File: src/common/fetch_pkg.sv
package fetch_pkg;

    // basic widths fixed by the rv32 isa
    typedef logic [31:0] word_t;      // instruction or data word
    typedef logic [31:0] addr_t;      // byte address, pc
    typedef logic [7:0]  mem_idx_t;   // word index, pc[9:2]
    typedef logic [4:0]  reg_idx_t;   // rd field

    // pc after reset
    localparam addr_t reset_pc = 32'h8000_0000;

    // instruction memory size in words
    localparam int mem_depth = 256;

    // major opcode of jal
    localparam logic [6:0] opcode_jal = 7'b1101111;

    // fetch loop
    // req       -> one cycle with the sram read strobe
    // wait_data -> word comes back on rd_done
    // hold      -> word offered to decode until taken
    typedef enum logic [1:0] {
        req       = 2'd0,
        wait_data = 2'd1,
        hold      = 2'd2
    } fetch_state_t;

endpackage

File: src/fetch/fetch_unit.sv
module fetch_unit (
    input  logic                     clk,
    input  logic                     rst,
    // handshake with decode
    input  logic                     inst_ready,
    input  logic                     jump_en,
    input  fetch_pkg::addr_t         jump_pc,
    // sram read return
    input  fetch_pkg::word_t         rd_data,
    input  logic                     rd_done,
    // sram read request
    output logic                     rd_en,
    output fetch_pkg::mem_idx_t      rd_idx,
    // toward decode
    output logic                     inst_valid,
    output fetch_pkg::addr_t         inst_pc,
    output fetch_pkg::word_t         inst_word
);

    fetch_pkg::fetch_state_t state;
    fetch_pkg::fetch_state_t next_state;

    fetch_pkg::addr_t pc;          // pc of the word being fetched / held
    fetch_pkg::addr_t next_pc;     // step or redirect target
    fetch_pkg::word_t inst_q;      // captured instruction
    logic             xfer;        // decode takes the word this cycle

    // state decode
    assign rd_en      = (state == fetch_pkg::req);   // one read per instruction
    assign inst_valid = (state == fetch_pkg::hold);
    assign xfer       = inst_valid && inst_ready;

    // word index straight from pc
    assign rd_idx = pc[9:2];

    // jal redirect wins over sequential step
    assign next_pc = jump_en ? jump_pc : pc + 32'd4;

    // next state
    always_comb begin
        next_state = state;
        case (state)
            fetch_pkg::req: begin
                next_state = fetch_pkg::wait_data;   // read issued this cycle
            end
            fetch_pkg::wait_data: begin
                if (rd_done) begin
                    next_state = fetch_pkg::hold;
                end
            end
            fetch_pkg::hold: begin
                // stay until decode has room
                if (xfer) begin
                    next_state = fetch_pkg::req;
                end
            end
            default: begin
                next_state = fetch_pkg::req;
            end
        endcase
    end

    // state and pc
    always_ff @(posedge clk) begin
        if (rst) begin
            state <= fetch_pkg::req;
            pc    <= fetch_pkg::reset_pc;
        end else begin
            state <= next_state;
            if (xfer) begin
                pc <= next_pc;   // same edge as the transfer
            end
        end
    end

    // word taken when the read returns
    always_ff @(posedge clk) begin
        if (state == fetch_pkg::wait_data && rd_done) begin
            inst_q <= rd_data;
        end
    end

    assign inst_pc   = pc;       // stable while in hold
    assign inst_word = inst_q;

endmodule

File: config.mk
export PLATFORM = sky130hd
export DESIGN_NAME = fetch_unit
export DESIGN_NICKNAME = d
export VERILOG_FILES = /design/src/common/fetch_pkg.sv /design/src/fetch/fetch_unit.sv
export SDC_FILE = /design/constraint.sdc
export NUM_CORES = 1
export LEC_CHECK = 0
export BUFFER_PORTS_ARGS = -buffer_cell sky130_fd_sc_hd__buf_2
export CORE_MARGIN = 2
export CORE_UTILIZATION = 44
export CTS_BUF_LIST = sky130_fd_sc_hd__clkbuf_8
export DETAILED_ROUTE_END_ITERATION = 6
export MAX_ROUTING_LAYER = met4
export PLACE_DENSITY = 0.89
export SLEW_MARGIN = 40
export SYNTH_ARGS = -nofsm -noshare
export SYNTH_HDL_FRONTEND = slang
export SYNTH_SLANG_ARGS = --single-unit
export TNS_END_PERCENT = 5
File: constraint.sdc
create_clock -name clk -period 2.3 [get_ports clk]
set_input_delay 0.115 -clock clk [delete_from_list [all_inputs] [get_ports clk]]
set_output_delay 0.115 -clock clk [all_outputs]
set_load 0.02 [all_outputs]
=== Word-level counts from Yosys, hierarchy flattened ===
Cells that the tools add are included.

* Word-level logic and storage cells: 16
* Output and inout port bits: 74
* Flip-flop bits (word level): 66
* Input bits: 69

* Equality and inequality tests: 4
* Multiplexer cells: 4
* Reduce and logical (&&, ||, !) cells: 4
* $add $sub $neg: 1

{| class="wikitable"
|+ Operator list
! kind !! count
|-
| $add A32 B3 Y32 const B || 1
|-
| $mux W32 || 1
|-
| $pmux W2 S3 || 1
|-
| $mux W2 || 2
|-
| $eq A2 B1 Y1 const B || 1
|-
| $eq A2 B2 Y1 const B || 1
|-
| $logic_and A1 B1 Y1 || 2
|-
| $logic_not A2 Y1 || 1
|-
| $ne A2 B1 Y1 const B || 1
|-
| $ne A2 B2 Y1 const B || 1
|-
| $reduce_and A2 Y1 || 1
|}

=== Logic depth before layout (Yosys ltp) ===
* Depth after elaboration: 4
* Gate-level depth with buffers: 7
* Depth with buffers taken out: 5

=== Worst setup path after synthesis ===
Ideal clock, no wire load.

* Path kind: register -> register
* Start point: register state[0]
* End point: register inst_q[0], in the netlist inst_word[0], enable pin
* Setup time: 0.423 ns
* Arrival time: 1.838 ns
* Clock period less this slack: 2.260 ns
* Data required time: 1.877 ns
* Cell stages (with the launch flop): 3
* Path buffers: 0
* Slack: 0.040 ns
* Path through: dfxtp_1 nand2_1 nor2_1

* Word-level cells in the longest chain between the ends: 2

{| class="wikitable"
|+ Ends and longest elaborated chain
! what !! line !! RTL
|-
| from (decl) || fetch_unit.sv:20 || <nowiki>fetch_pkg::fetch_state_t state;</nowiki>
|-
| from (signal assigned) || fetch_unit.sv:66 || <nowiki>state <= fetch_pkg::req;</nowiki>
|-
| from (signal assigned) || fetch_unit.sv:69 || <nowiki>state <= next_state;</nowiki>
|-
| $eq A2 B1 Y1 || fetch_unit.sv:78 || <nowiki>if (state == fetch_pkg::wait_data && rd_done) begin</nowiki>
|-
| $logic_and A1 B1 Y1 || fetch_unit.sv:78 ||
|-
| to (signal assigned) || fetch_unit.sv:79 || <nowiki>inst_q <= rd_data;</nowiki>
|-
| to (decl) || fetch_unit.sv:25 || <nowiki>fetch_pkg::word_t inst_q;</nowiki>
|}

Every way passes these cells.
A chain may end at the register's enable or synchronous reset.

=== Worst setup path after layout ===
* Start point: register pc[3], in the netlist inst_pc[3]
* End point: register pc[28], in the netlist inst_pc[28]

* Word-level cells in the longest chain between the ends: 2

{| class="wikitable"
|+ Ends and longest elaborated chain
! what !! line !! RTL
|-
| from (decl) || fetch_unit.sv:23 || <nowiki>fetch_pkg::addr_t pc;</nowiki>
|-
| from (signal assigned) || fetch_unit.sv:67 || <nowiki>pc <= fetch_pkg::reset_pc;</nowiki>
|-
| from (signal assigned) || fetch_unit.sv:71 || <nowiki>pc <= next_pc;</nowiki>
|-
| $add A32 B3 Y32 || fetch_unit.sv:37 || <nowiki>assign next_pc = jump_en ? jump_pc : pc + 32'd4;</nowiki>
|-
| $mux W32 || fetch_unit.sv:37 ||
|}

Every way passes these cells.

==> metrics.md <==
| Metric | Value |
|---|---|
| Largest net degree at the start of global routing | 37 |
| Initial Util | a little under half |
| Post-DP HPWL | between 6000 and 7000 µm |
| Final instance area | between 4000 and 5000 µm² |
| Avg Synthesized Cell Area | 9.89 µm² |
| Crit path max fanout | 9 |
| Final min period | about 2.1 ns |
| Final hold slack | between 0.03 and 0.04 ns |
| Final worst slack | 0.205 ns |
| First-pass GRT wire length | 16600 µm |
| Detail Route Antenna Nets | 0 |
| I/O pin cnt | between 100 and 150 |
| Synthesized Nets | 402 |
| Worst EP arrival | ~2.3 ns |
| Vias | around 3400 |
| Chip width | roughly 90 µm |
| Critical Path Source Type | flop |
| Placeable Area | about 7300 µm² |
| Die area | ~8200 µm² |
| DRT Pass-1 Iters | 5 |
| CTS max path bufs | 2 |
| DRC | 0 |
| Post-cts sizing count | 0 |
| Mapped Cells | roughly 330 |
| Synth area leader | edfxtp_1 |
| FF+latch count, synth | 66 |
| # rows | 31 |
| Worst rel slew slack | a little under two thirds |
| Final Hold Viols | 0 |
| Routed WL per cell | about 18 µm |
| Period utilisation layout | roughly nine tenths |
| Most common cell after layout, fill and taps aside | buf_2 |
| Reg-to-reg setup timing slack | approximately 0.20 ns |
| Final setup viols | 0 |
| Status | complete, no violations |
| Fin nets | between 500 and 600 |
| Max Slew Vio Count | 0 |
| Worst slew pin tran | ~0.54 ns |
| CP endpoint kind | flop |
| Fraction of the yosys area taken by sequential cells | roughly 50% |
| Fill cell count | 588 |
| Overall routed net length | between 10000 and 15000 µm |
| Worst-Skew Late Latency | approximately 0.34 ns |
| Worst endpoint required time | about 2.5 ns |
| Root Buffer | clkbuf_8 |
| Area contributors post-synth | edfxtp_1, dfxtp_1, nand2_1, nand4_1, a21oi_1 |
| Pwr per Cell Area | just under 600 nW/µm² |
| Die height | about 90 µm |
| Sink Count | 66 |
| Dpl cell area | ~4000 µm² |
| Post-Place Setup Slack | around 0.30 ns |
| Most frequent cells in the layout | buf_2, dlygate4sd3_1, dfxtp_1 |
| Clock transition at path regs | approximately 0.08 ns |
| CTS tree | built |
| Ant. Diodes | 0 |
| Fin Setup TNS | 0 ns |
| Share of cells above drive strength 1 | a little over a third |
| Post-CTS setup repair buffer count | 0 |
| Pleak | roughly 1.9 nW |
| CP Class | reg -> reg |
| Synth Flop Type | dfxtp_1 |
| RSZ-0062 raised after global routing | no |
| Initial antenna violation count | 0 |
| Max cap viols | 0 |
| Global placer's final weighted congestion | approximately 0.88 |
| GR Overflow Total | 0 |
| EDFF count, synth | 32 |
| Port bufs | 142 |
| Iteration-0 DRC Markers | around 270 |
| TritonCTS Buffers | 9 |
| Max VDD drop | around 360 µV |
| Total Power | 0.00271 W |
| Vias per std cell | 5.73 |
| Mapped Area | ~3300 µm² |
| Synth unique cells | 56 |
| Warnings from Yosys | 0 |
| GRT Total Usage | about a quarter |
| Fmax | around 0.48 GHz |
| H-tree levels | 3 |
| Hold Path Class | in -> reg |
| Post-synth ARST share | 0% |
| Area growth syn-to-layout | 38.6% |
| Vias in the first global route | between 3000 and 4000 |
| Synth top area share | between 20% and 30% |
| Layout Skew | 0.00882 ns |
==> cell families after synthesis <==
family,after synthesis,synth area share (%)
and+or+nand+nor,130,22.5
AOI/OAI and AO/OA,88,18.6
DFF,66,50.0
buffers and inverters,41,6.63
muxes,6,1.83
adders and majority gates,1,0.381
==> critical path, cell delays in order, from the launching register on <==
cell and delay (ns):
dfxtp_1 0.48, ha_1 0.30, and4_1 0.30, nand3_2 0.22
o311ai_0 0.45, o221ai_1 0.19
==> synthesized netlist by cell type (2+ instances only) <==
cell type  number
nor2_1         17
nand4b_1        2
or4_1           3
or3_1           7
a21o_1          2
nand2_1        24
a221oi_1        2
a222oi_1        2
and2_1          3
a41o_1          2
nor2b_1         3
inv_1           6
buf_6           2
a31oi_1        11
o41ai_1         2
o311ai_0        6
buf_2           9
a32o_1          2
buf_4          10
nand4_1        14
edfxtp_1       32
nand3_2         2
dfxtp_1        34
o22ai_1         2
nor4_1          7
o221ai_1        4
a211oi_1        7
a21oi_1        17
nor3_1          7
o21ai_0        13
a22o_1          2
o21a_1          2
and3_1         12
and4_1          3
nand2b_1        2
mux2i_1         6
o31ai_1         3
nand3_1        15
o211ai_1        4
clkbuf_1       13
==> layer usage <==
metal | vias to the layer above | GRT usage [%] | wire length (µm)
met5 | - | - | 0
li1 | 1619 | - | -
met1 | 1612 | 32.0 | 4400
met2 | 184 | 43.7 | 5180
met3 | 11 | 5.93 | 818
met4 | 0 | 8.33 | 137
==> final timing paths <==
kind,start,to,cells past startpoint
max reg2reg,inst_pc[3]$_SDFFE_PP0N_,inst_pc[28]$_SDFFE_PP0N_,5
min,jump_pc[20],inst_pc[20]$_SDFFE_PP0N_,3
max,inst_pc[3]$_SDFFE_PP0N_,inst_pc[28]$_SDFFE_PP0N_,5
min reg2reg,inst_pc[0]$_SDFFE_PP0P_,inst_pc[0]$_SDFFE_PP0P_,2
==> cell type report <==
type | instances | area, µm² | area share, %
Clock inverter | 7 | 86.3 | 1.90
Multi-Input combinational cell | 225 | 1430 | 31.3
Inverter | 6 | 22.5 | 0.495
Timing Repair Buffer | 186 | 1130 | 24.8
Clock buffer | 9 | 124 | 2.72
Tap cell | 99 | 124 | 2.72
Sequential cell | 66 | 1640 | 36.1
==> flip-flops by register name (all words and copies together), names as in the netlist <==
name and count:
inst_pc 32, inst_word 32, state 2
==> where the power goes <==
part / total (W) / internal [W] / switching, W
registers: 0.00132 / 0.00128 / 0.0000341
logic: 0.000348 / 0.000156 / 0.000192
clock network: 0.00105 / 0.000601 / 0.000447
==> through the flow <==
stage | instances | util (%)
2_1_floorplan | 332 | -
3_3_place_gp | 548 | 55.1
5_1_grt | 598 | 62.7
4_1_cts | 598 | 62.7
3_5_place_dp | 548 | 55.1
6_report | 598 | 62.7
==> timing repair <==
action	4_1_cts	5_1_grt
hold endpoints to repair	34	0
hold buffers	34	0
endpoints found under the setup margin	0	0
Note: power is estimated with default switching activity, not from simulation.
