## src/common/fetch_pkg.sv

```systemverilog
package fetch_pkg;

    // basic widths fixed by the rv32 isa
    typedef logic [31:0] word_t;      // instruction or data word
    typedef logic [31:0] addr_t;      // byte address, pc
    typedef logic [7:0]  mem_idx_t;   // word index, pc[9:2]
    typedef logic [4:0]  reg_idx_t;   // rd field

    // pc after reset
    localparam addr_t reset_pc = 32'h8000_0000;

    // instruction memory size in words
    localparam int mem_depth = 256;

    // major opcode of jal
    localparam logic [6:0] opcode_jal = 7'b1101111;

    // fetch loop
    // req       -> one cycle with the sram read strobe
    // wait_data -> word comes back on rd_done
    // hold      -> word offered to decode until taken
    typedef enum logic [1:0] {
        req       = 2'd0,
        wait_data = 2'd1,
        hold      = 2'd2
    } fetch_state_t;

endpackage

```

## src/decode_unit.sv

```systemverilog
module decode_unit (
    input  logic                     clk,
    input  logic                     rst,
    // from fetch
    input  logic                     inst_valid,
    input  fetch_pkg::addr_t         inst_pc,
    input  fetch_pkg::word_t         inst_word,
    // back to fetch
    output logic                     inst_ready,
    output logic                     jump_en,
    output fetch_pkg::addr_t         jump_pc,
    // output entry toward the consumer
    output logic                     out_valid,
    input  logic                     out_ready,
    output fetch_pkg::addr_t         out_pc,
    output fetch_pkg::word_t         out_inst,
    output fetch_pkg::reg_idx_t      out_rd,
    output logic                     out_is_jal
);

    logic [6:0]          opcode;
    logic                is_jal;
    fetch_pkg::word_t    j_imm;     // sign-extended j immediate
    fetch_pkg::reg_idx_t rd;
    logic                xfer;

    // field split
    assign opcode = inst_word[6:0];
    assign rd     = inst_word[11:7];

    assign is_jal = (opcode == fetch_pkg::opcode_jal);

    // j-type immediate, imm[20|10:1|11|19:12], bit 0 always zero
    assign j_imm = {
        {12{inst_word[31]}},
        inst_word[19:12],
        inst_word[20],
        inst_word[30:21],
        1'b0
    };

    // redirect path, purely combinational
    assign jump_en = is_jal;
    assign jump_pc = inst_pc + j_imm;   // wraps naturally mod 2^32

    // room when empty or the entry leaves this cycle
    assign inst_ready = !out_valid || out_ready;
    assign xfer       = inst_valid && inst_ready;

    // entry valid flag
    always_ff @(posedge clk) begin
        if (rst) begin
            out_valid <= 1'b0;
        end else if (xfer) begin
            out_valid <= 1'b1;     // new item replaces or fills
        end else if (out_ready) begin
            out_valid <= 1'b0;     // taken, nothing new behind it
        end
    end

    // payload, held until the next transfer
    always_ff @(posedge clk) begin
        if (xfer) begin
            out_pc     <= inst_pc;
            out_inst   <= inst_word;
            out_rd     <= rd;
            out_is_jal <= is_jal;
        end
    end

endmodule

```

## config.mk

```make
export PLATFORM = sky130hd
export DESIGN_NAME = decode_unit
export DESIGN_NICKNAME = d
export VERILOG_FILES = /design/src/common/fetch_pkg.sv /design/src/decode_unit.sv
export SDC_FILE = /design/constraint.sdc
export NUM_CORES = 1
export LEC_CHECK = 0
export BUFFER_PORTS_ARGS = -buffer_cell sky130_fd_sc_hd__clkbuf_2
export CAP_MARGIN = 20
export CORE_AREA = 8 8 123 125
export DETAILED_ROUTE_END_ITERATION = 16
export DIE_AREA = 0 0 131 133
export GPL_ROUTABILITY_DRIVEN = 0
export REMOVE_ABC_BUFFERS = 1
export SYNTH_ARGS = -nofsm -noshare
export SYNTH_HDL_FRONTEND = slang
export SYNTH_SLANG_ARGS = --single-unit
```

## constraint.sdc

```tcl
create_clock -name clk -period 2.3 [get_ports clk]
set_input_delay 0.23 -clock clk [delete_from_list [all_inputs] [get_ports clk]]
set_output_delay 0.23 -clock clk [all_outputs]
set_load 0.01 [all_outputs]
```

Word level (Yosys, flattened, before mapping). Index checks and enable logic that the tools add are counted.

Register bits after elaboration: 71. Bits in latches: 0. RAM bits: 0. ROM bits: 0. Input port bits: 68. Output and inout bits: 105. Logic and storage cells: 13. Memories kept: 0.

$add $sub $neg: 1. Multiply operators: 0. Divide/modulo/power cells: 0. $lt $le $gt $ge: 0. Equal/unequal tests: 1. Shifts and indexed selects: 0. Mux-type cells: 2. Bitwise logic cells: 0. Reductions and logical operators: 4.

Operator list (count): adder 32 bit (1); equality test 7 bit (second input constant) (1); 2-to-1 mux 1 bit (2); nonzero test 2 bit (1); logical AND 1 bit (1); logical NOT 1 bit (1); logical OR 1 bit (1).

Longest topological paths before layout. Gate-level depths: netlist of the first run.

Depth in word-level cells: 4. Depth in mapped cells: 8. Gate-level depth less buffers: 8.

Least setup slack after synthesis of the first run. OpenSTA, ideal clock, no wires.

Path type: flip-flop to flip-flop. Start: reg out_valid. End: reg out_inst[0] (enable). Setup time: 430 ps. Arrival: 2050 ps. Data required time: 1870 ps. Setup slack: -180 ps. Cell stages (with the launch flop): 3. Buffers on the path: 0. Period minus slack after synthesis: 2480 ps. Path through: dfxtp_1 -> nand2b_1 -> and2_1.

Cells in the longest elaborated chain, start to end: 3.

RTL lines: from (decl) (line decode_unit.sv:13) `output logic out_valid,`; from (signal assigned) (line decode_unit.sv:53) `out_valid <= 1'b0;`; from (signal assigned) (line decode_unit.sv:55) `out_valid <= 1'b1;`; from (signal assigned) (line decode_unit.sv:57) `out_valid <= 1'b0;`; logical NOT 1 bit (line decode_unit.sv:47) `assign inst_ready = !out_valid || out_ready;`; logical OR 1 bit (line decode_unit.sv:47); via inst_ready (line decode_unit.sv:9) `output logic inst_ready,`; logical AND 1 bit (line decode_unit.sv:48) `assign xfer = inst_valid && inst_ready;`; via xfer (line decode_unit.sv:25) `logic xfer;`; to (signal assigned) (line decode_unit.sv:65) `out_inst <= inst_word;`; to (decl) (line decode_unit.sv:16) `output fetch_pkg::word_t out_inst,`.

The timed path passes the listed nets, and every way through them passes these cells. A chain may end at the register's enable or synchronous reset.

Worst setup path after layout of the first run.
Start: in inst_pc[1]. End: out jump_pc[31].

Cells in the longest elaborated chain, start to end: 1.

RTL lines: from (decl) (line decode_unit.sv:6) `input fetch_pkg::addr_t inst_pc,`; adder 32 bit (line decode_unit.sv:44) `assign jump_pc = inst_pc + j_imm;`; to (decl) (line decode_unit.sv:11) `output fetch_pkg::addr_t jump_pc,`.

Every way passes these cells.

==> impl_metrics.yaml, run 1 <==
outcome:
  status: "finished with violations"
  violations: "setup timing"
die:
  core_um2: 13100
  num_rows: 42
  die_w_um: 131
  die_y_um: 133
  dieArea_um2: 17400
  initial_utilization_pct: 29.7
  io_pins: 173
final_layout:
  syn_to_final_growth_pct: 62.6
  final_util_pct: 48.4
  fin_cells: 781
  mostFrequentLayoutCells: "clkbuf_2, buf_4, edfxtp_1"
  drive_gt1_share_pct: 56.0
  final_common_cell: "clkbuf_2"
  finalInstanceArea_um2: 6330
  num_antenna_cells: 0
  final_nets: 699
sta:
  slew_viol_final: 0
  skew_ns: 0.00530
  worst_pin_slew_ns: 0.427
  rsz0062_at_grt: "true"
  final_hold_viol_count: 0
  min_period_ns: 2.40
  period_share_pct: 104
  max_slew_margin_pct: 71.2
  timing.final.ws_setup_ns: -0.0980
  setup_violations: 6
  holdWs_ns: 0.0483
  max_freq_mhz: 417
global_route:
  antenna_found_initial: 0
  grt_pass1_wl_um: 18800
  grt_pass1_vias: 3793
  grt_max_degree: 43
  grt-ovfl-total: 0
  grt_use_total_pct: 13.9
setup_path:
  crit_path_start_kind: "input pin"
  cp.required_ns: 2.07
  crit_buf_inv: 2
  crit_chain: "buf_8 > ha_4 > fa_2 > a21o_1 > a31o_4 > nand4b_4 > a31oi_4 > or4_1 > nand3_1 > buf_2"
  crit_path_max_incr_delay_ns: 0.42
  crit_type: "in -> out"
  critPathTopFamily: "simple AND/OR/NAND/NOR gates"
  slowest_stage: "or4_1"
  cp-end-kind: "output port"
  crit_arrival_ns: 2.17
  path_max_fanout: 5
cts:
  clk_latency_ns: 0.34
  cts_tree: "built"
  root_buffer: "clkbuf_16"
  clock_tree.buffer_depth: 2
  cts-htree-levels: 3
  path_clk_slew_ns: 0.05
  cts_made_buffers: 9
  clock_sink_count: 66
detailed_routing:
  drcViolationCount: 0
  totalWireLength_um: 12700
  first_pass_iters: 6
  avgViaCountPerCell: 4.85
  antenna_left: 0
  drtIter0Drc: 122
  wl_per_cell_um: 16.3
  num_vias: 3787
synth:
  synthFlopType: "edfxtp_1"
  synth_edf_count: 65
  synthCells: 352
  synth-async-reset-ratio_pct: 0
  synth.avg_cell_area_um2: 11.1
  synth-warning-count: 0
  ys_types: 55
  ys_seq_area_share_pct: 50.7
  syn_area_um2: 3890
  synth_seq_cells: 66
power:
  power_switching_mw: 1.23
  p_sw_share_pct: 27.9
  p_int_mw: 3.17
  p_comb_share_pct: 29.5
  vdd_drop_max_uv: 381
  total_power_mw: 4.40
  powerDensity_nw_per_um2: 695
  seqPwrFrac_pct: 32.4
  clkPwrFrac_pct: 38.2
  p_leak_nw: 2.73
placement:
  dp.cells: 760
  hpwl_um: 10200
  io_buffers: 172
  placed_cell_area_um2: 5470
run:
  cap_violations: 0
hold_path:
  hp-class: "in -> reg"
[cell usage after synthesis (2+ instances only)]
| cell | n | area [µm²] |
|---|---|---|
| edfxtp_1 | 65 | 1950 |
| a21oi_1 | 33 | 165 |
| ha_1 | 30 | 375 |
| nand2_1 | 28 | 105 |
| nor2_1 | 28 | 105 |
| xnor2_1 | 19 | 166 |
| nand3_1 | 18 | 90.1 |
| o21ai_0 | 14 | 70.1 |
| a211oi_1 | 8 | 60.1 |
| a21o_1 | 8 | 60.1 |
| nor3_1 | 8 | 40.0 |
| buf_4 | 6 | 45.0 |
| inv_1 | 6 | 22.5 |
| a31oi_1 | 5 | 31.3 |
| buf_2 | 5 | 25.0 |
| clkbuf_1 | 5 | 18.8 |
| nand4_1 | 5 | 31.3 |
| nor2b_1 | 5 | 31.3 |
| xor2_1 | 5 | 43.8 |
| o21bai_1 | 4 | 30.0 |
| o21ai_1 | 3 | 15.0 |
| a2111oi_0 | 2 | 17.5 |
| a21oi_2 | 2 | 17.5 |
| and3_1 | 2 | 12.5 |
| and4_1 | 2 | 17.5 |
| nand2b_1 | 2 | 12.5 |
| o2111ai_1 | 2 | 17.5 |
| o211ai_1 | 2 | 15.0 |
| o21a_1 | 2 | 15.0 |
| o41ai_1 | 2 | 17.5 |
| or4_1 | 2 | 15.0 |
[worst register-to-register path: stages (launching register included)]
cell	delay, ns
dfxtp_1	0.31
nand2b_1	0.11
and2_4	0.40
buf_12	0.30
[through the flow]
| stage | setup slack, ns | setup TNS [ns] |
|---|---|---|
| final | -0.0980 | -0.307 |
| after CTS | -0.114 | -0.717 |
| after global routing | -0.168 | -0.918 |
| after floorplan | -0.180 | -11.68 |
| after global placement | -0.282 | -2.18 |
| after detailed placement | -0.330 | -2.67 |
[path summary, 6_finish.rpt]
path / slack [ns] / cells after the start / startpoint / end
setup reg to reg: 0.86 / 3 / out_valid / out_inst[20]
setup / recovery: -0.1 / 10 / inst_pc[1] / jump_pc[31]
hold reg to reg: 0.54 / 2 / out_valid / out_valid
hold / removal: 0.05 / 2 / rst / out_valid
[logic make-up after synthesis]
kind of cell	Yosys count	share of synthesized area [%]
flip-flops	66	50.7
AO/OA/AOI/OAI	102	17.4
AND/OR/NAND/NOR	106	13.2
buffers and inverters	23	3.15
XOR/XNOR	24	5.40
adder cells (fa/ha/maj)	31	10.2
[metal layers]
metal  vias to the layer above  part of all wire [%]  GRT usage, %
li1                       1856                     -             -
met5                         -                     0             0
met2                       143                    50          23.7
met4                         0                   2.6          6.57
met1                      1763                    39          15.5
met3                        25                   8.7          3.90
[flip-flops by register name, summed over array words and instances, names as in the netlist]
register and count:
out_inst 32, out_is_jal 1, out_pc 32, out_valid 1
[cell type report]
class / instances / area, µm²
clock inverters: 7 / 140
inverters: 6 / 22.5
well taps: 176 / 220
repair buffers: 254 / 1520
clock buffers: 9 / 225
multi-input cells: 263 / 2230
flip-flops and latches: 66 / 1970
fillers: 1160 / 6760
[power groups by stage]
stage / registers (mW) / clock network, mW / logic (mW)
floorplan: 1.49 / 0 / 0.534
global placement: 1.45 / 0 / 1.14
detailed placement: 1.45 / 0 / 1.15
CTS: 1.42 / 1.72 / 1.19
global route: 1.43 / 1.76 / 1.41
finish: 1.42 / 1.68 / 1.30
[repair_timing]
action	CTS	global route
hold buffers	0	0
setup buffers	2	3
pin swaps	8	7
gates resized for setup	24	76
setup endpoints to repair	19	20
(Power assumes the default switching activity.)
==> inputs of run 2 (changes only) <==
Settings changed: ABC_AREA set to 1, CORE_AREA 8 8 123 125 to 8 8 129 131, DIE_AREA 0 0 131 133 to 0 0 137 139.
==> run 2 against run 1 <==
The run now ends clean; first-iteration DRC count increased by 36%; register-to-register slack improved by 0.02 ns; maximum frequency increased by 13%; cell area decreased by 9.3%; count of clock-buffer cells in the layout increased by 2; synthesized cell count increased by 54%; core utilization decreased by 9.5 points; sequential share of layout area increased by 3.2 points; via count increased by 4.1%; hold slack got worse by 0.0041 ns; die area increased by 9.3%; clock power decreased by 15%; critical path type unchanged; largest cell class is now flip-flops and latches; highest routed layer unchanged.
==> impl_metrics.yaml, run 2 <==
detailed_routing:
  totalWireLength_um: 12500
  drtIter0Drc: 166
  antenna_left: 0
  avgViaCountPerCell: 4.28
  num_vias: 3941
  drcViolationCount: 0
  first_pass_iters: 5
  wl_per_cell_um: 13.6
sta:
  worst_pin_slew_ns: 0.617
  final_hold_viol_count: 0
  max_freq_mhz: 470
  slew_viol_final: 0
  skew_ns: 0.00884
  max_slew_margin_pct: 58.9
  min_period_ns: 2.13
  rsz0062_at_grt: "false"
  period_share_pct: 92.6
  setup_violations: 0
  holdWs_ns: 0.0442
synth:
  synth_edf_count: 65
  syn_area_um2: 4310
  synthTopCellsByArea: "edfxtp_1, nand2_1, ha_1"
  synth.most_common_cell: "nand2_1"
  ys_seq_area_share_pct: 45.8
  synthCells: 543
  synth_top_area_cell: "edfxtp_1"
  synthFlopType: "edfxtp_1"
  ys_types: 21
  synth.avg_cell_area_um2: 7.93
  synth-async-reset-ratio_pct: 0
  synth_seq_cells: 66
  synth_top_area_share_pct: 45.3
  synth-warning-count: 0
  ys_top_cells_by_count: "nand2_1, inv_1, edfxtp_1"
final_layout:
  final_nets: 827
  mostFrequentLayoutCells: "nand2_1, clkbuf_2, inv_1"
  syn_to_final_growth_pct: 33.3
  final_util_pct: 38.9
  num_antenna_cells: 0
  drive_gt1_share_pct: 29.9
  final_common_cell: "nand2_1"
  reg_top3: "out_inst (32), out_pc (32)"
cts:
  clk_latency_ns: 0.33
  cts_hold_buf: 0
  cts-htree-levels: 3
  cts_tree: "built"
  root_buffer: "clkbuf_16"
  cts_setup_buffers: 0
  cts_made_buffers: 9
  clock_sink_count: 66
  path_clk_slew_ns: 0.06
  clock_tree.buffer_depth: 2
  cts_resized: 0
global_route:
  grt-ovfl-total: 0
  grt_use_total_pct: 13.0
  grt_pass1_wl_um: 19300
  grt_pass1_vias: 3890
  antenna_found_initial: 0
  grt_max_degree: 49
die:
  num_rows: 45
  die_y_um: 139
  io_pins: 173
  die_w_um: 137
  initial_utilization_pct: 29.2
  dieArea_um2: 19000
  core_um2: 14800
power:
  total_power_mw: 3.84
  p_leak_nw: 3.17
  powerDensity_nw_per_um2: 668
  vdd_drop_max_uv: 311
setup_path:
  crit_path_max_incr_delay_ns: 0.40
  crit_buf_inv: 2
  cp.required_ns: 2.07
  path_max_fanout: 4
  crit_type: "in -> out"
  cp-end-kind: "output port"
  crit_arrival_ns: 1.90
  slowest_stage: "fa_2"
  crit_path_start_kind: "input pin"
  crit_path_frequent_cell: "nand2_1"
  crit_chain: "clkbuf_2 > ha_1 > fa_2 > nand3_1 > nand3_2 > nand2_1 > nand2_2 > nand2_1 > nand2_2 > nand2_1 > nand2_1 > nand2_1 > nand2_1 > clkbuf_2"
  critPathTopFamily: "simple AND/OR/NAND/NOR gates"
outcome:
  status: "finished, final reports clean"
hold_path:
  hp-class: "in -> reg"
placement:
  io_buffers: 172
  hpwl_um: 10700
run:
  cap_violations: 0
-- run 2: cell types whose count changed in the layout (fill, tap and decap cells not counted), moves of 11 or more --
cell	previous run	this run
nor2_1	23	38
buf_4	80	8
ha_4	11	0
xnor2_1	19	1
inv_1	6	100
nand2_1	26	206
a21oi_2	18	1
ha_1	16	30
-- run 2: path summary, 6_finish.rpt --
check        startpoint           end  slack (ns)  cells past startpoint
max          inst_pc[1]   jump_pc[29]        0.17                     14
min reg2reg   out_valid     out_valid        0.53                      2
max reg2reg   out_valid  out_inst[31]        0.88                      2
min                 rst     out_valid        0.04                      2
-- run 2: worst reg2reg max path: stages, from the launching register on --
cell and delay (ns):
dfxtp_1 0.34, a21oi_4 0.16, buf_4 0.51
-- run 2: where the power goes --
| group | total [mW] | switching (mW) | internal (mW) | leakage (nW) |
|---|---|---|---|---|
| clock | 1.42 | 0.541 | 0.875 | 0.142 |
| combinational | 0.996 | 0.626 | 0.370 | 2.39 |
| sequential | 1.42 | 0.0181 | 1.41 | 0.637 |
| total | 3.84 | 1.18 | 2.65 | 3.17 |
-- run 2: metal layers --
| layer | share of wire (%) | global-route usage [%] |
|---|---|---|
| met5 | 0 | 0 |
| met3 | 6.2 | 3.01 |
| met2 | 49 | 22.8 |
| met4 | 1.9 | 5.32 |
| met1 | 43 | 14.7 |
-- run 2: cells by family (layout without fill, tap and decap cells) --
group                      after synthesis  count (layout)  synth area share [%]
DFF                                     66              66                  45.8
buffers and inverters                  108             298                  9.94
AOI/OAI and AO/OA                       26              26                  3.34
adders and majority gates               31              31                  9.18
and+or+nand+nor                        296             296                  28.5
xor gates and xnor gates                16              16                  3.25
-- run 2: per-stage QoR --
| stage | setup slack, ns | std cells | area [µm²] | setup TNS [ns] |
|---|---|---|---|---|
| 2_1_floorplan | -1.74 | 537 | 4260 | -113.35 |
| 3_3_place_gp | 0.139 | 905 | 5430 | 0 |
| 3_5_place_dp | 0.0806 | 905 | 5430 | 0 |
| 4_1_cts | 0.0781 | 921 | 5730 | 0 |
| 5_1_grt | 0.000887 | 921 | 5740 | 0 |
| 6_report | 0.171 | 921 | 5740 | 0 |
-- run 2: area by class of cell --
cell class / instances / area (µm²)
inverters: 102 / 383
clock buffers: 11 / 243
well taps: 188 / 235
repair buffers: 180 / 921
clock inverters: 5 / 62.6
multi-input cells: 369 / 1930
fillers: 1563 / 9010
flip-flops and latches: 66 / 1970
==> inputs of run 3 (changes only) <==
Settings changed: CORE_AREA 8 8 129 131 to 8 8 107 109, DIE_AREA 0 0 137 139 to 0 0 115 117, PLACE_DENSITY set to 0.77.
==> run 3 against run 2 <==
Flip-flop and latch count unchanged; core utilization increased by 17 points; sequential power hardly changed; largest cell class unchanged; highest routed layer unchanged; cell area down 3.6%; die area down 29%; first-iteration DRC count increased by 49%; critical path type unchanged.
==> impl_metrics.yaml, run 3 (same netlist as run 2, synthesis figures left out) <==
setup_path:
  slowest_stage: "ha_1"
  path_depth: 11
  crit_type: "in -> out"
  cp-end-kind: "output port"
  crit_path_frequent_cell: "nand2_1"
  crit_path_start_kind: "input pin"
  crit_buf_inv: 3
  crit_chain: "clkbuf_2 > ha_1 > nand2_1 > inv_1 > nand2_1 > nor3_1 > nand3_1 > nand3_1 > nand2_1 > nand2_1 > clkbuf_2"
  reg2regPathDepth: 2
  crit_arrival_ns: 1.94
  endpoint: "jump_pc[25]"
  worstReg2RegStart: "out_valid"
  r2r-end: "out_inst[21]"
  path_max_fanout: 13
  crit_start: "inst_word[31]"
  crit_path_max_incr_delay_ns: 0.44
  r2r_slack_ns: 1.10
  critPathTopFamily: "simple AND/OR/NAND/NOR gates"
  cp.required_ns: 2.07
power:
  vdd_drop_max_uv: 303
  power_switching_mw: 1.12
  total_power_mw: 3.40
  clkPwrFrac_pct: 29.1
  seqPwrFrac_pct: 41.9
  p_int_mw: 2.27
  p_sw_share_pct: 33.0
  p_comb_share_pct: 29.0
  powerDensity_nw_per_um2: 614
  p_leak_nw: 3.10
die:
  initial_utilization_pct: 43.5
  core_um2: 9910
  die_w_um: 115
  num_rows: 37
  die_y_um: 117
  dieArea_um2: 13500
  io_pins: 173
detailed_routing:
  avgViaCountPerCell: 4.66
  wl_per_cell_um: 13.4
  totalWireLength_um: 11600
  first_pass_iters: 4
  drtIter0Drc: 248
  drcViolationCount: 0
  antenna_left: 0
  num_vias: 4023
sta:
  setup_violations: 0
  min_period_ns: 2.17
  skew_ns: 0.00788
  max_slew_margin_pct: 77.3
  max_freq_mhz: 461
  rsz0062_at_grt: "true"
  worst_pin_slew_ns: 0.340
  final_hold_viol_count: 0
  tns_ns: 0
  holdWs_ns: 0.0380
  slew_viol_final: 0
  period_share_pct: 94.3
outcome:
  status: "finished, final reports clean"
global_route:
  grt_pass1_wl_um: 18100
  grt_use_total_pct: 17.0
  grt_pass1_vias: 3905
  antenna_found_initial: 0
  grt-ovfl-total: 0
  grt_max_degree: 66
final_layout:
  final_nets: 821
  seqCellArea_um2: 1970
  final_common_cell: "nand2_1"
  mostFrequentLayoutCells: "nand2_1, clkbuf_2, inv_1"
  multiInputGateArea_um2: 1920
  fill_cells: 944
  drive_gt1_share_pct: 29.3
  reg_top3: "out_inst (32), out_pc (32)"
  num_antenna_cells: 0
  final_util_pct: 55.8
  syn_to_final_growth_pct: 28.5
placement:
  hpwl_um: 9740
  io_buffers: 172
cts:
  root_buffer: "clkbuf_8"
  path_clk_slew_ns: 0.07
  cts_setup_buffers: 0
  cts_made_buffers: 9
  clock_sink_count: 66
  clock_tree.buffer_depth: 2
  cts-htree-levels: 3
  cts_tree: "built"
  cts_resized: 0
  cts_hold_buf: 0
  clk_latency_ns: 0.35
run:
  cap_violations: 0
hold_path:
  hp-class: "in -> reg"
[run 3: cell count changes in the layout (fill, tap and decap cells not counted)]
cell and change:
buf_12 +1, inv_6 +1, clkbuf_16 -9, buf_2 -1
clkbuf_2 +1, clkinv_2 +2, nor3_1 +1, clkbuf_1 -1
clkbuf_8 +8, buf_4 -7, nor3_2 -1, clkinvlp_4 -2
clkinv_4 +1
[run 3: cell type report]
class,count,area share (%)
Clock buffer,9,2.24
Sequential cell,66,35.6
Tap cell,136,3.08
Clock inverter,7,1.36
Inverter,102,6.92
Timing Repair Buffer,174,16.1
Multi-Input combinational cell,369,34.7
[run 3: how the worst min path moves through the flow]
stage | endpoint | startpoint | slack, ns | cells after the start
2_1_floorplan | out_valid | rst | 0.30 | 1
4_1_cts | out_valid | rst | 0.02 | 2
6_report | out_valid | rst | 0.04 | 2
5_1_grt | out_valid | rst | 0.03 | 2
3_5_place_dp | out_valid | rst | 0.40 | 2
3_3_place_gp | out_valid | rst | 0.39 | 2
[run 3: power by group through the flow]
stage / registers, mW / logic [mW] / clock network (mW)
3_3_place_gp: 1.45 / 0.975 / 0
5_1_grt: 1.43 / 1.10 / 1.06
6_report: 1.42 / 0.985 / 0.988
3_5_place_dp: 1.45 / 0.989 / 0
4_1_cts: 1.42 / 0.995 / 1.02
2_1_floorplan: 1.50 / 0.541 / 0
[run 3: through the flow]
step / instances / setup WS (ns) / area (µm²)
2_1_floorplan: 537 / -1.74 / 4260
3_3_place_gp: 847 / 0.156 / 5330
3_5_place_dp: 847 / 0.0833 / 5330
4_1_cts: 863 / 0.0702 / 5530
5_1_grt: 863 / -0.0166 / 5530
6_report: 863 / 0.132 / 5530
[run 3: metal layers]
metal  track usage [%]  vias to the layer above  part of all wire, %
met4              6.39                        0                  1.5
li1                  -                     2068                    -
met2              29.0                      140                   48
met3              4.93                       11                  8.5
met1              19.8                     1804                   42
met5                 0                        -                    0
